### src/source/vread_params.svh
`ifndef VREAD_PARAMS_SVH
`define VREAD_PARAMS_SVH

// width of a bus beat and of a buffer word
`define VREAD_DATA_W 32

// byte address on the external bus
`define VREAD_BUS_ADDR_W 32

// buffer word address
// top bit selects the ping-pong half
`define VREAD_MEM_ADDR_W 10

// period, duty and delay counts
`define VREAD_PERIOD_W 10

// burst length, beats minus one
`define VREAD_LEN_W 8

`endif

### src/source/vreadBusPkg.sv
`default_nettype none

`include "vread_params.svh"

package vreadBusPkg;

   // byte address of a burst
   typedef logic [`VREAD_BUS_ADDR_W-1:0] busAddr;

   // one beat on the bus, also one buffer word
   typedef logic [`VREAD_DATA_W-1:0] busData;

   // beats minus one
   typedef logic [`VREAD_LEN_W-1:0] burstLen;

endpackage

`default_nettype wire

### src/source/vreadCfgPkg.sv
`default_nettype none

`include "vread_params.svh"

package vreadCfgPkg;

   // word address into the buffer
   typedef logic [`VREAD_MEM_ADDR_W-1:0] memAddr;

   // period, duty and delay
   typedef logic [`VREAD_PERIOD_W-1:0] periodCnt;

   // loop iterations, same width as a buffer address
   typedef logic [`VREAD_MEM_ADDR_W-1:0] iterCnt;

endpackage

`default_nettype wire

### src/source/fetchAddrGen.sv
`timescale 1ns/1ps
`default_nettype none

module fetchAddrGen
(
   input  wire logic                  clk,
   input  wire logic                  rst,
   input  wire logic                  start,
   input  wire vreadCfgPkg::memAddr   startAddr,
   input  wire vreadCfgPkg::iterCnt   iterations,
   input  wire vreadCfgPkg::periodCnt period,
   input  wire vreadCfgPkg::periodCnt duty,
   input  wire vreadCfgPkg::memAddr   shift,
   input  wire vreadCfgPkg::memAddr   incr,
   input  wire logic                  ready,
   output logic                       valid,
   output vreadCfgPkg::memAddr        addr,
   output logic                       done
);

   logic                  running;
   vreadCfgPkg::periodCnt perIdx;
   vreadCfgPkg::iterCnt   iterIdx;
   vreadCfgPkg::memAddr   iterBase;
   logic                  inDuty;
   logic                  step;
   logic                  lastK;
   logic                  lastI;

   assign inDuty = perIdx < duty;
   assign valid = running && inDuty;

   // gap cycles advance on their own, duty cycles wait for the writer
   assign step = running && (inDuty ? ready : 1'b1);
   assign lastK = perIdx == period - 1'b1;
   assign lastI = iterIdx == iterations - 1'b1;

   always_ff @(posedge clk or posedge rst)
   begin
      if (rst)
      begin
         running <= 1'b0;
         done <= 1'b1;
         perIdx <= '0;
         iterIdx <= '0;
      end
      else if (start)
      begin
         running <= 1'b1;
         done <= 1'b0;
         perIdx <= '0;
         iterIdx <= '0;
      end
      else if (step)
      begin
         if (lastK)
         begin
            perIdx <= '0;
            if (lastI)
            begin
               running <= 1'b0;
               done <= 1'b1;
            end
            else
               iterIdx <= iterIdx + 1'b1;
         end
         else
            perIdx <= perIdx + 1'b1;
      end
   end

   always_ff @(posedge clk)
   begin
      if (start)
      begin
         iterBase <= startAddr;
         addr <= startAddr;
      end
      else if (step)
      begin
         if (lastK)
         begin
            iterBase <= iterBase + shift;
            addr <= iterBase + shift;
         end
         else
            addr <= addr + incr;
      end
   end

endmodule

`default_nettype wire

### src/source/memoryWriter.sv
`timescale 1ns/1ps
`default_nettype none

module memoryWriter
(
   input  wire logic                clk,
   input  wire logic                rst,
   input  wire logic                genValid,
   input  wire vreadCfgPkg::memAddr genAddr,
   input  wire logic                beatValid,
   input  wire vreadBusPkg::busData beatData,
   output logic                     genReady,
   output logic                     beatReady,
   output logic                     memWrite,
   output vreadCfgPkg::memAddr      memWriteAddr,
   output vreadBusPkg::busData      memWriteData
);

   logic accept;

   // a beat is only taken when there is an address to put it at
   assign beatReady = genValid;
   assign accept = genValid && beatValid;
   assign genReady = accept;

   always_ff @(posedge clk or posedge rst)
   begin
      if (rst)
         memWrite <= 1'b0;
      else
         memWrite <= accept;
   end

   always_ff @(posedge clk)
   begin
      if (accept)
      begin
         memWriteAddr <= genAddr;
         memWriteData <= beatData;
      end
   end

endmodule

`default_nettype wire

### src/source/readAddrGen.sv
`timescale 1ns/1ps
`default_nettype none

module readAddrGen
(
   input  wire logic                  clk,
   input  wire logic                  rst,
   input  wire logic                  start,
   input  wire vreadCfgPkg::memAddr   startAddr,
   input  wire vreadCfgPkg::iterCnt   iterations,
   input  wire vreadCfgPkg::periodCnt period,
   input  wire vreadCfgPkg::periodCnt duty,
   input  wire vreadCfgPkg::memAddr   shift,
   input  wire vreadCfgPkg::memAddr   incr,
   input  wire vreadCfgPkg::periodCnt delay,
   input  wire vreadCfgPkg::iterCnt   iterations2,
   input  wire vreadCfgPkg::memAddr   shift2,
   output logic                       en,
   output vreadCfgPkg::memAddr        addr,
   output logic                       done
);

   logic                  active;
   vreadCfgPkg::periodCnt delayCnt;
   vreadCfgPkg::periodCnt perIdx;
   vreadCfgPkg::iterCnt   iterIdx;
   vreadCfgPkg::iterCnt   outerIdx;
   vreadCfgPkg::memAddr   outerBase;
   vreadCfgPkg::memAddr   innerBase;
   logic                  stepping;
   logic                  lastK;
   logic                  lastI;
   logic                  lastJ;
   logic                  finalStep;

   assign stepping = active && (delayCnt == '0);
   assign lastK = perIdx == period - 1'b1;
   assign lastI = iterIdx == iterations - 1'b1;
   assign lastJ = outerIdx == iterations2 - 1'b1;

   // stop on the last strobe, not on the trailing gap cycles
   assign finalStep = stepping && lastI && lastJ && (lastK || perIdx == duty - 1'b1);

   assign en = stepping && (perIdx < duty);

   always_ff @(posedge clk or posedge rst)
   begin
      if (rst)
      begin
         active <= 1'b0;
         done <= 1'b0;
         delayCnt <= '0;
         perIdx <= '0;
         iterIdx <= '0;
         outerIdx <= '0;
      end
      else
      begin
         done <= finalStep;
         if (start)
         begin
            active <= 1'b1;
            delayCnt <= delay;
            perIdx <= '0;
            iterIdx <= '0;
            outerIdx <= '0;
         end
         else if (finalStep)
            active <= 1'b0;
         else if (active && delayCnt != '0)
            delayCnt <= delayCnt - 1'b1;
         else if (stepping)
         begin
            if (lastK)
            begin
               perIdx <= '0;
               if (lastI)
               begin
                  iterIdx <= '0;
                  outerIdx <= outerIdx + 1'b1;
               end
               else
                  iterIdx <= iterIdx + 1'b1;
            end
            else
               perIdx <= perIdx + 1'b1;
         end
      end
   end

   // outer and inner bases move with the loops
   always_ff @(posedge clk)
   begin
      if (start)
      begin
         outerBase <= startAddr;
         innerBase <= startAddr;
         addr <= startAddr;
      end
      else if (stepping)
      begin
         if (lastK && lastI)
         begin
            outerBase <= outerBase + shift2;
            innerBase <= outerBase + shift2;
            addr <= outerBase + shift2;
         end
         else if (lastK)
         begin
            innerBase <= innerBase + shift;
            addr <= innerBase + shift;
         end
         else
            addr <= addr + incr;
      end
   end

endmodule

`default_nettype wire

### src/source/vectorRead.sv
`timescale 1ns/1ps
`default_nettype none

`include "vread_params.svh"

module vectorRead
(
   input  wire logic                  clk,
   input  wire logic                  rst,
   input  wire logic                  run,
   input  wire logic                  disabled,
   input  wire logic                  busReady,
   input  wire vreadBusPkg::busData   busRData,
   input  wire logic                  busLast,
   input  wire vreadBusPkg::busAddr   extAddr,
   input  wire vreadBusPkg::burstLen  length,
   input  wire vreadCfgPkg::iterCnt   iterA,
   input  wire vreadCfgPkg::periodCnt perA,
   input  wire vreadCfgPkg::periodCnt dutyA,
   input  wire vreadCfgPkg::memAddr   shiftA,
   input  wire vreadCfgPkg::memAddr   incrA,
   input  wire logic                  pingPong,
   input  wire vreadCfgPkg::iterCnt   iterB,
   input  wire vreadCfgPkg::periodCnt perB,
   input  wire vreadCfgPkg::periodCnt dutyB,
   input  wire vreadCfgPkg::memAddr   startB,
   input  wire vreadCfgPkg::memAddr   shiftB,
   input  wire vreadCfgPkg::memAddr   incrB,
   input  wire logic                  reverseB,
   input  wire vreadCfgPkg::iterCnt   iter2B,
   input  wire vreadCfgPkg::memAddr   shift2B,
   input  wire vreadCfgPkg::periodCnt delay,
   output logic                       done,
   output logic                       busValid,
   output vreadBusPkg::busAddr        busAddr,
   output vreadBusPkg::burstLen       busLen,
   output logic                       memWrite,
   output vreadCfgPkg::memAddr        memWriteAddr,
   output vreadBusPkg::busData        memWriteData,
   output logic                       memRead,
   output vreadCfgPkg::memAddr        memReadAddr
);

   function automatic vreadCfgPkg::memAddr reverseBits(input vreadCfgPkg::memAddr word);
      vreadCfgPkg::memAddr result;
      for (int i = 0; i < `VREAD_MEM_ADDR_W; i++)
         result[i] = word[`VREAD_MEM_ADDR_W-1-i];
      return result;
   endfunction

   logic                runEff;
   logic                doneA;
   logic                doneB;
   logic                pingPongState;
   logic                genValid;
   logic                genReady;
   vreadCfgPkg::memAddr genAddr;
   logic                rdEn;
   vreadCfgPkg::memAddr rdAddr;
   logic                rdDone;
   vreadCfgPkg::memAddr startA;
   vreadCfgPkg::memAddr startBEff;

   assign runEff = run && !disabled;
   assign done = doneA && doneB;
   assign busLen = length;

   // fetch fills the half the read side is not using
   assign startA = {!pingPongState, {(`VREAD_MEM_ADDR_W-1){1'b0}}};
   assign startBEff = pingPong ? {pingPongState, startB[`VREAD_MEM_ADDR_W-2:0]} : startB;

   always_ff @(posedge clk or posedge rst)
   begin
      if (rst)
      begin
         doneA <= 1'b1;
         doneB <= 1'b1;
         pingPongState <= 1'b0;
         busAddr <= '0;
      end
      else if (runEff)
      begin
         doneA <= 1'b0;
         doneB <= 1'b0;
         pingPongState <= pingPong ? !pingPongState : 1'b0;
         busAddr <= extAddr;
      end
      else
      begin
         if (busValid && busReady && busLast)
            doneA <= 1'b1;
         if (rdDone)
            doneB <= 1'b1;
      end
   end

   fetchAddrGen fetchGen
   (
      .clk(clk),
      .rst(rst),
      .start(runEff),
      .startAddr(startA),
      .iterations(iterA),
      .period(perA),
      .duty(dutyA),
      .shift(shiftA),
      .incr(incrA),
      .ready(genReady),
      .valid(genValid),
      .addr(genAddr),
      .done()
   );

   memoryWriter writer
   (
      .clk(clk),
      .rst(rst),
      .genValid(genValid),
      .genAddr(genAddr),
      .beatValid(busReady),
      .beatData(busRData),
      .genReady(genReady),
      .beatReady(busValid),
      .memWrite(memWrite),
      .memWriteAddr(memWriteAddr),
      .memWriteData(memWriteData)
   );

   readAddrGen readGen
   (
      .clk(clk),
      .rst(rst),
      .start(runEff),
      .startAddr(startBEff),
      .iterations(iterB),
      .period(perB),
      .duty(dutyB),
      .shift(shiftB),
      .incr(incrB),
      .delay(delay),
      .iterations2(iter2B),
      .shift2(shift2B),
      .en(rdEn),
      .addr(rdAddr),
      .done(rdDone)
   );

   assign memRead = rdEn;
   assign memReadAddr = reverseB ? reverseBits(rdAddr) : rdAddr;

endmodule

`default_nettype wire

### config.mk
export PLATFORM = sky130hd
export DESIGN_NAME = vectorRead
export DESIGN_NICKNAME = d
export VERILOG_FILES = /design/src/source/vreadBusPkg.sv /design/src/source/vreadCfgPkg.sv /design/src/source/fetchAddrGen.sv /design/src/source/memoryWriter.sv /design/src/source/readAddrGen.sv /design/src/source/vectorRead.sv
export VERILOG_INCLUDE_DIRS = /design/src /design/src/source
export SDC_FILE = /design/constraint.sdc
export NUM_CORES = 1
export LEC_CHECK = 0
export BUFFER_PORTS_ARGS = -buffer_cell sky130_fd_sc_hd__buf_2
export CAP_MARGIN = 40
export CORE_ASPECT_RATIO = 1.5
export CORE_MARGIN = 2
export CORE_UTILIZATION = 55
export DETAILED_ROUTE_END_ITERATION = 8
export HOLD_SLACK_MARGIN = 0.1
export PLACE_DENSITY = 0.89
export SLEW_MARGIN = 20
export SYNTH_ARGS = -nofsm -noshare
export SYNTH_HDL_FRONTEND = slang
export SYNTH_SLANG_ARGS = --single-unit
### constraint.sdc
create_clock -name clk -period 4.94 [get_ports clk]
set_clock_uncertainty 0.2 [all_clocks]
set_input_delay 0.494 -clock clk [delete_from_list [all_inputs] [get_ports clk]]
set_output_delay 0.494 -clock clk [all_outputs]
set_load 0.01 [all_outputs]
==> out/qor.csv, run 1 <==
metric,value,unit
outcome,"finished, final reports clean",
Post-Synthesis Cells,1391,
Final Critical Period,3.853,ns
GRT Residual Overflow,0,
synth warn,0,
Mean Syn Cell Area,9.169,um2
Critical R2R Launch,readGen.delayCnt[4],
Worst EP required,5.09,ns
endpoint class of the critical path,flip-flop,
Crit Path Category,flip-flop to flip-flop,
Rel. slew slack,45.22,%
Critical path origin,readGen.delayCnt[4],
Post-synth EDFFs,74,
pwr dens,289.2,nW/um2
Post-CTS Setup Bufs,0,
Area Growth Syn to Fin,24.68,%
CTS resizes,0,
CP max FO,12,
CTS hold repair buffers,73,
post-synthesis cell type count,87,
Die Y,190.5,um
final worst slack,1.087,ns
synthesized cell area,12750,um2
number of global-route vias before repair,12400,
main flop type after synthesis,dfrtp_1,
clk sinks,191,
Synth Area in Simple Gates,20.83,%
max-slew violations,0,
Routability Congestion,0.8891,
Max Cap Viol,0,
Chip Width,128.3,um
DR pass1 iterations,6,
core area,22890,um2
Top Registers,"busAddr: 32 flops, writer.memWriteData: 32 flops",
Setup WS pre-CTS,0.9014,ns
I/O Pins,316,
post-route setup TNS,0,ns
vias per cell,6.008,
initial drt markers,1096,
Root Buffer,clkbuf_16,
CTS clock-pin slew for the worst setup and hold paths,0.08,ns
Final Instance Count excl. Fillers,2040,
Final Cell Area,15900,um2
DP HPWL,27.13,mm
largest net degree at the start of global routing,58,
DR DRC count,0,
CP Data Arrival Time,4.01,ns
Async SR Flop Fraction,51.83,%
Post-Syn Nets,1692,
setup repair after global routing missed its margin,no,
combinational family with the most area after synthesis,simple AND/OR/NAND/NOR gates,
final WL,38.20,mm
first-pass GRT wire length,60.30,mm
Antenna Violating Nets Remaining,0,
initial antenna violation count,5,
port bufs,299,
routed len/inst,18.73,um
Vias,12260,
Worst setup SP type,flip-flop,
hold_ws,0.1345,ns
"Setup violations, final",0,
initial core utilization,55.72,%
Fin. Hold Viols,0,
worst ir drop on vdd,0.2856,mV
post-synthesis sequential area ratio,39.69,%
Num CTS Buffers,17,
deepest clock path buffer count,2,
Final nets,2042,
post-synthesis adder-cell area fraction,8.241,%
HP Start,startB[3],
cell area after placement,14510,um2
Hold Path Class,input port to flip-flop,
post-synthesis mux area share,3.424,%
share of layout cells above drive strength 1,22.92,%
Lkg Pwr,7.334,nW
fin crit share,78.01,%
fmax,259.5,MHz
Synth area leader,dfrtp_1,
Synth Area in XOR/XNOR,8.005,%
H-tree depth,4,
ranking of synthesized cells by area,"dfrtp_1, edfxtp_1, ha_1, nand2_1, xnor2_1",
placed insts,1928,
Synth Register Bits,191,
total die area,24450,um2
clock latency on the worst-skew pair,0.45,ns
CTS tree,yes,
total track usage,31.06,%
top-area cell type share of the netlist area,19.03,%
worst slew pin tran,0.8162,ns
Synth Area in Compound Gates,15.66,%
row cnt,68,
-- cell families (layout without fill, tap and decap cells) --
kind of cell | count (synthesis) | after routing
adder cells (fa/ha/maj) | 81 | 81
other | 0 | 6
XOR/XNOR | 115 | 115
AO/OA/AOI/OAI | 293 | 293
multiplexers | 42 | 42
flip-flops | 191 | 191
buffers and inverters | 126 | 489
AND/OR/NAND/NOR | 543 | 543
-- cells in the final DEF, fill, tap and decap left out, types with 11 or more instances in the layout --
cell and count:
dfxtp_1 18, clkbuf_16 17, dlygate4sd3_1 73, nor2b_1 14
nand4_1 15, nor4_1 18, xnor2_1 72, or3_1 17
buf_2 301, o21ai_0 69, a21oi_1 70, mux2i_1 29
and3_1 14, xor2_1 42, edfxtp_1 74, nor3_1 35
a31o_2 12, nand2_1 209, nand2b_1 17, a21o_1 17
nand3_1 40, a31oi_1 15, inv_1 67, nor2_1 95
mux2_2 13, ha_1 76, a22oi_1 11, nor3b_1 11
buf_4 11, or4_1 13, dfrtp_1 97
-- per-layer routing --
| metal | vias up | GRT usage (%) | wire, um | part of all wire [%] |
|---|---|---|---|---|
| li1 | 5711 | - | - | - |
| met1 | 5800 | 33.83 | 13590 | 36 |
| met2 | 588 | 56.08 | 20170 | 53 |
| met3 | 155 | 6.145 | 2484 | 6.5 |
| met4 | 2 | 16.78 | 1941 | 5.1 |
| met5 | - | 0 | 13 | 0.034 |
-- cell type report --
class	instances	area (um2)
clock inverters	15	197.7
fillers	1666	6985
diodes	6	15.01
well taps	280	350.3
clock buffers	17	425.4
flip-flops and latches	191	5062
inverters	68	257.7
repair buffers	389	2415
multi-input cells	1074	7178
-- synthesized netlist by cell type (all sizes together), types with 6 or more instances --
cell and instances:
nand2 209, dfrtp 97, nor2 96, ha 76, edfxtp 74, o21ai 72, xnor2 72, a21oi 71
inv 68, xor2 42, nand3 40, clkbuf 36, nor3 36, mux2i 29, buf 22, nor4 19
or3 19, dfxtp 18, nand2b 18, a21o 17, a31oi 15, nand4 15, nor2b 15, or4 15
and3 14, mux2 13, a31o 12, a22oi 11, nor3b 11, a211oi 10, a32o 8, o211ai 8
o31ai 8, o21a 7, or2 7, and2 6, nand3b 6
-- final timing paths --
check	end	slack, ns	cells after the start
hold / removal	readGen.outerBase[3]	0.13	3
min in group asynchronous	busAddr[0]	0.41	3
hold reg to reg	busAddr[12]	0.27	2
max in group asynchronous	doneA	3.07	5
setup reg to reg	readGen.iterIdx[6]	1.09	8
setup / recovery	readGen.iterIdx[6]	1.09	8
-- report_power, final --
group          internal, W  switching [W]  total, W
combinational     0.000533       0.000641   0.00117
clock             0.000742       0.000726   0.00147
sequential         0.00183       0.000131   0.00196
total              0.00310        0.00150   0.00460
-- critical path: stages (launching register included) --
cell     delay (ns)
dfrtp_1        0.44
or4_1          0.60
nor3_1         0.30
nand3_1        0.36
nor4_1         0.45
nand3_1        0.26
o21ai_1        0.71
a21oi_1        0.22
mux2i_1        0.22
-- per-stage QoR --
stage / util [%] / power (W)
after floorplan: - / 0.002684
after global placement: 63.04 / 0.003009
after detailed placement: 63.41 / 0.003066
after CTS: 69.33 / 0.004566
after global routing: 69.45 / 0.004804
final: 69.48 / 0.004598
Note: power is estimated with default switching activity, not from simulation.
==> run 2: changes to the inputs <==
==> constraint.sdc (replaced) <==
create_clock -name clk -period 4 [get_ports clk]
set_clock_uncertainty 0.2 [all_clocks]
set_input_delay 0.4 -clock clk [delete_from_list [all_inputs] [get_ports clk]]
set_output_delay 0.4 -clock clk [all_outputs]
set_load 0.01 [all_outputs]
==> out/qor.csv, run 2 (synthesis gave the netlist of run 1 again) <==
metric,value,unit
"commonest non-fill, non-tap cells in the layout","buf_2, nand2_1, dfrtp_1",
GR Util met3,6.173,%
I/O Pins,316,
initial core utilization,55.72,%
Vias,12610,
DR pass1 iterations,7,
final WL,39.52,mm
Hold Path Class,input port to flip-flop,
CP Data Arrival Time,2.95,ns
met2 Track Usage GR,57.36,%
CP max FO,6,
Worst EP required,3.40,ns
routed len/inst,19.16,um
Crit Reg-Reg Endpoint,readGen.perIdx[1],
max-slew violations,0,
clk sinks,191,
HP Start,incrA[0],
Lkg Pwr,7.431,nW
CTS resizes,0,
CTS tree,yes,
hold_ws,0.1984,ns
pwr dens,355.0,nW/um2
met1 Resource Use GR,34.43,%
vias per cell,6.111,
share of layout cells above drive strength 1,23.37,%
deepest clock path buffer count,2,
Rel. slew slack,48.26,%
Root Buffer,clkbuf_16,
"Setup violations, final",0,
hold worst-path end,fetchGen.addr[0],
Area Growth Syn to Fin,26.11,%
Die Y,190.5,um
Fin. Hold Viols,0,
clock latency on the worst-skew pair,0.45,ns
Final nets,2068,
largest net degree at the start of global routing,66,
Final Critical Period,3.554,ns
Chip Width,128.3,um
flop2flop setup slack,0.50,ns
initial antenna violation count,3,
CTS hold repair buffers,86,
Min-Delay Path Depth,4,
worst slew pin tran,0.7720,ns
port bufs,299,
DP HPWL,27.22,mm
H-tree depth,4,
GRT Residual Overflow,0,
fin crit share,88.84,%
Antenna Violating Nets Remaining,0,
total track usage,31.87,%
initial drt markers,1101,
Critical R2R Launch,readGen.delayCnt[4],
CTS clock-pin slew for the worst setup and hold paths,0.09,ns
worst ir drop on vdd,0.3287,mV
Final Cell Area,16080,um2
Num CTS Buffers,17,
Top Registers,"busAddr: 32 flops, writer.memWriteData: 32 flops",
number of global-route vias before repair,12630,
Worst setup SP type,flip-flop,
Max Cap Viol,0,
row cnt,68,
post-route setup TNS,0,ns
outcome,"finished, final reports clean",
Crit Path Category,flip-flop to output pin,
core area,22890,um2
setup repair after global routing missed its margin,no,
first-pass GRT wire length,61.71,mm
Routability Congestion,0.8804,
Util after Layout,70.27,%
total die area,24450,um2
Post-CTS Setup Bufs,0,
"commonest non-fill, non-tap cell in the layout",buf_2,
busiest layer in global routing,met2,
R2R cell count,8,
cell area after placement,14560,um2
DR DRC count,0,
fmax,281.4,MHz
endpoint class of the critical path,output pin,
[run 2: area by class of cell]
cell class | instances | area, um2
Sequential cell | 191 | 5062
Tap cell | 280 | 350.3
Clock inverter | 15 | 188.9
Inverter | 68 | 257.7
Timing Repair Buffer | 415 | 2608
Fill cell | 1584 | 6804
Antenna cell | 3 | 7.507
Clock buffer | 17 | 425.4
Multi-Input combinational cell | 1074 | 7183
[run 2: metrics by stage]
| step | instances | total power, W | setup WS (ns) |
|---|---|---|---|
| 6_report | 2063 | 0.005710 | 0.4464 |
| 5_1_grt | 2063 | 0.005953 | 0.2673 |
| 4_1_cts | 2057 | 0.005634 | 0.4140 |
| 3_5_place_dp | 1939 | 0.003785 | 0.1087 |
| 3_3_place_gp | 1938 | 0.003717 | 0.2412 |
| 2_1_floorplan | 1391 | 0.003315 | 0.2555 |
[run 2: where the power goes]
part | switching (W) | internal [W]
Sequential | 0.000173 | 0.00226
Clock | 0.000927 | 0.000871
Combinational | 0.000818 | 0.000666
Total | 0.00192 | 0.00379
[run 2: critical path: stages, from the launching register on]
cell and delay [ns]:
dfrtp_1 0.49, ha_1 0.31, nor2b_1 0.13, o21a_1 0.16
o21a_1 0.17, o21a_1 0.16, o21a_1 0.16, o21ai_0 0.19
a21oi_1 0.09, a2111oi_0 0.43, buf_2 0.22
[run 2: worst max path at each step]
stage                           start                     end  slack [ns]  cells after the start
finish              readGen.perIdx[1]                 memRead        0.45                     10
global route        readGen.perIdx[1]                 memRead        0.27                     10
floorplan                    dutyA[5]  writer.memWriteAddr[0]        0.26                      9
CTS                 readGen.perIdx[1]                 memRead        0.41                     10
detailed placement           iterB[0]     readGen.outerIdx[8]        0.11                     11
global placement             iterB[0]     readGen.outerIdx[8]        0.24                     11
[run 2: per-layer routing]
layer / wire, um / up-vias / part of all wire [%]
li1: - / 5767 / -
met1: 13830 / 5962 / 35
met2: 20650 / 691 / 52
met3: 2759 / 187 / 7.0
met4: 2283 / 0 / 5.8
met5: 0 / - / 0
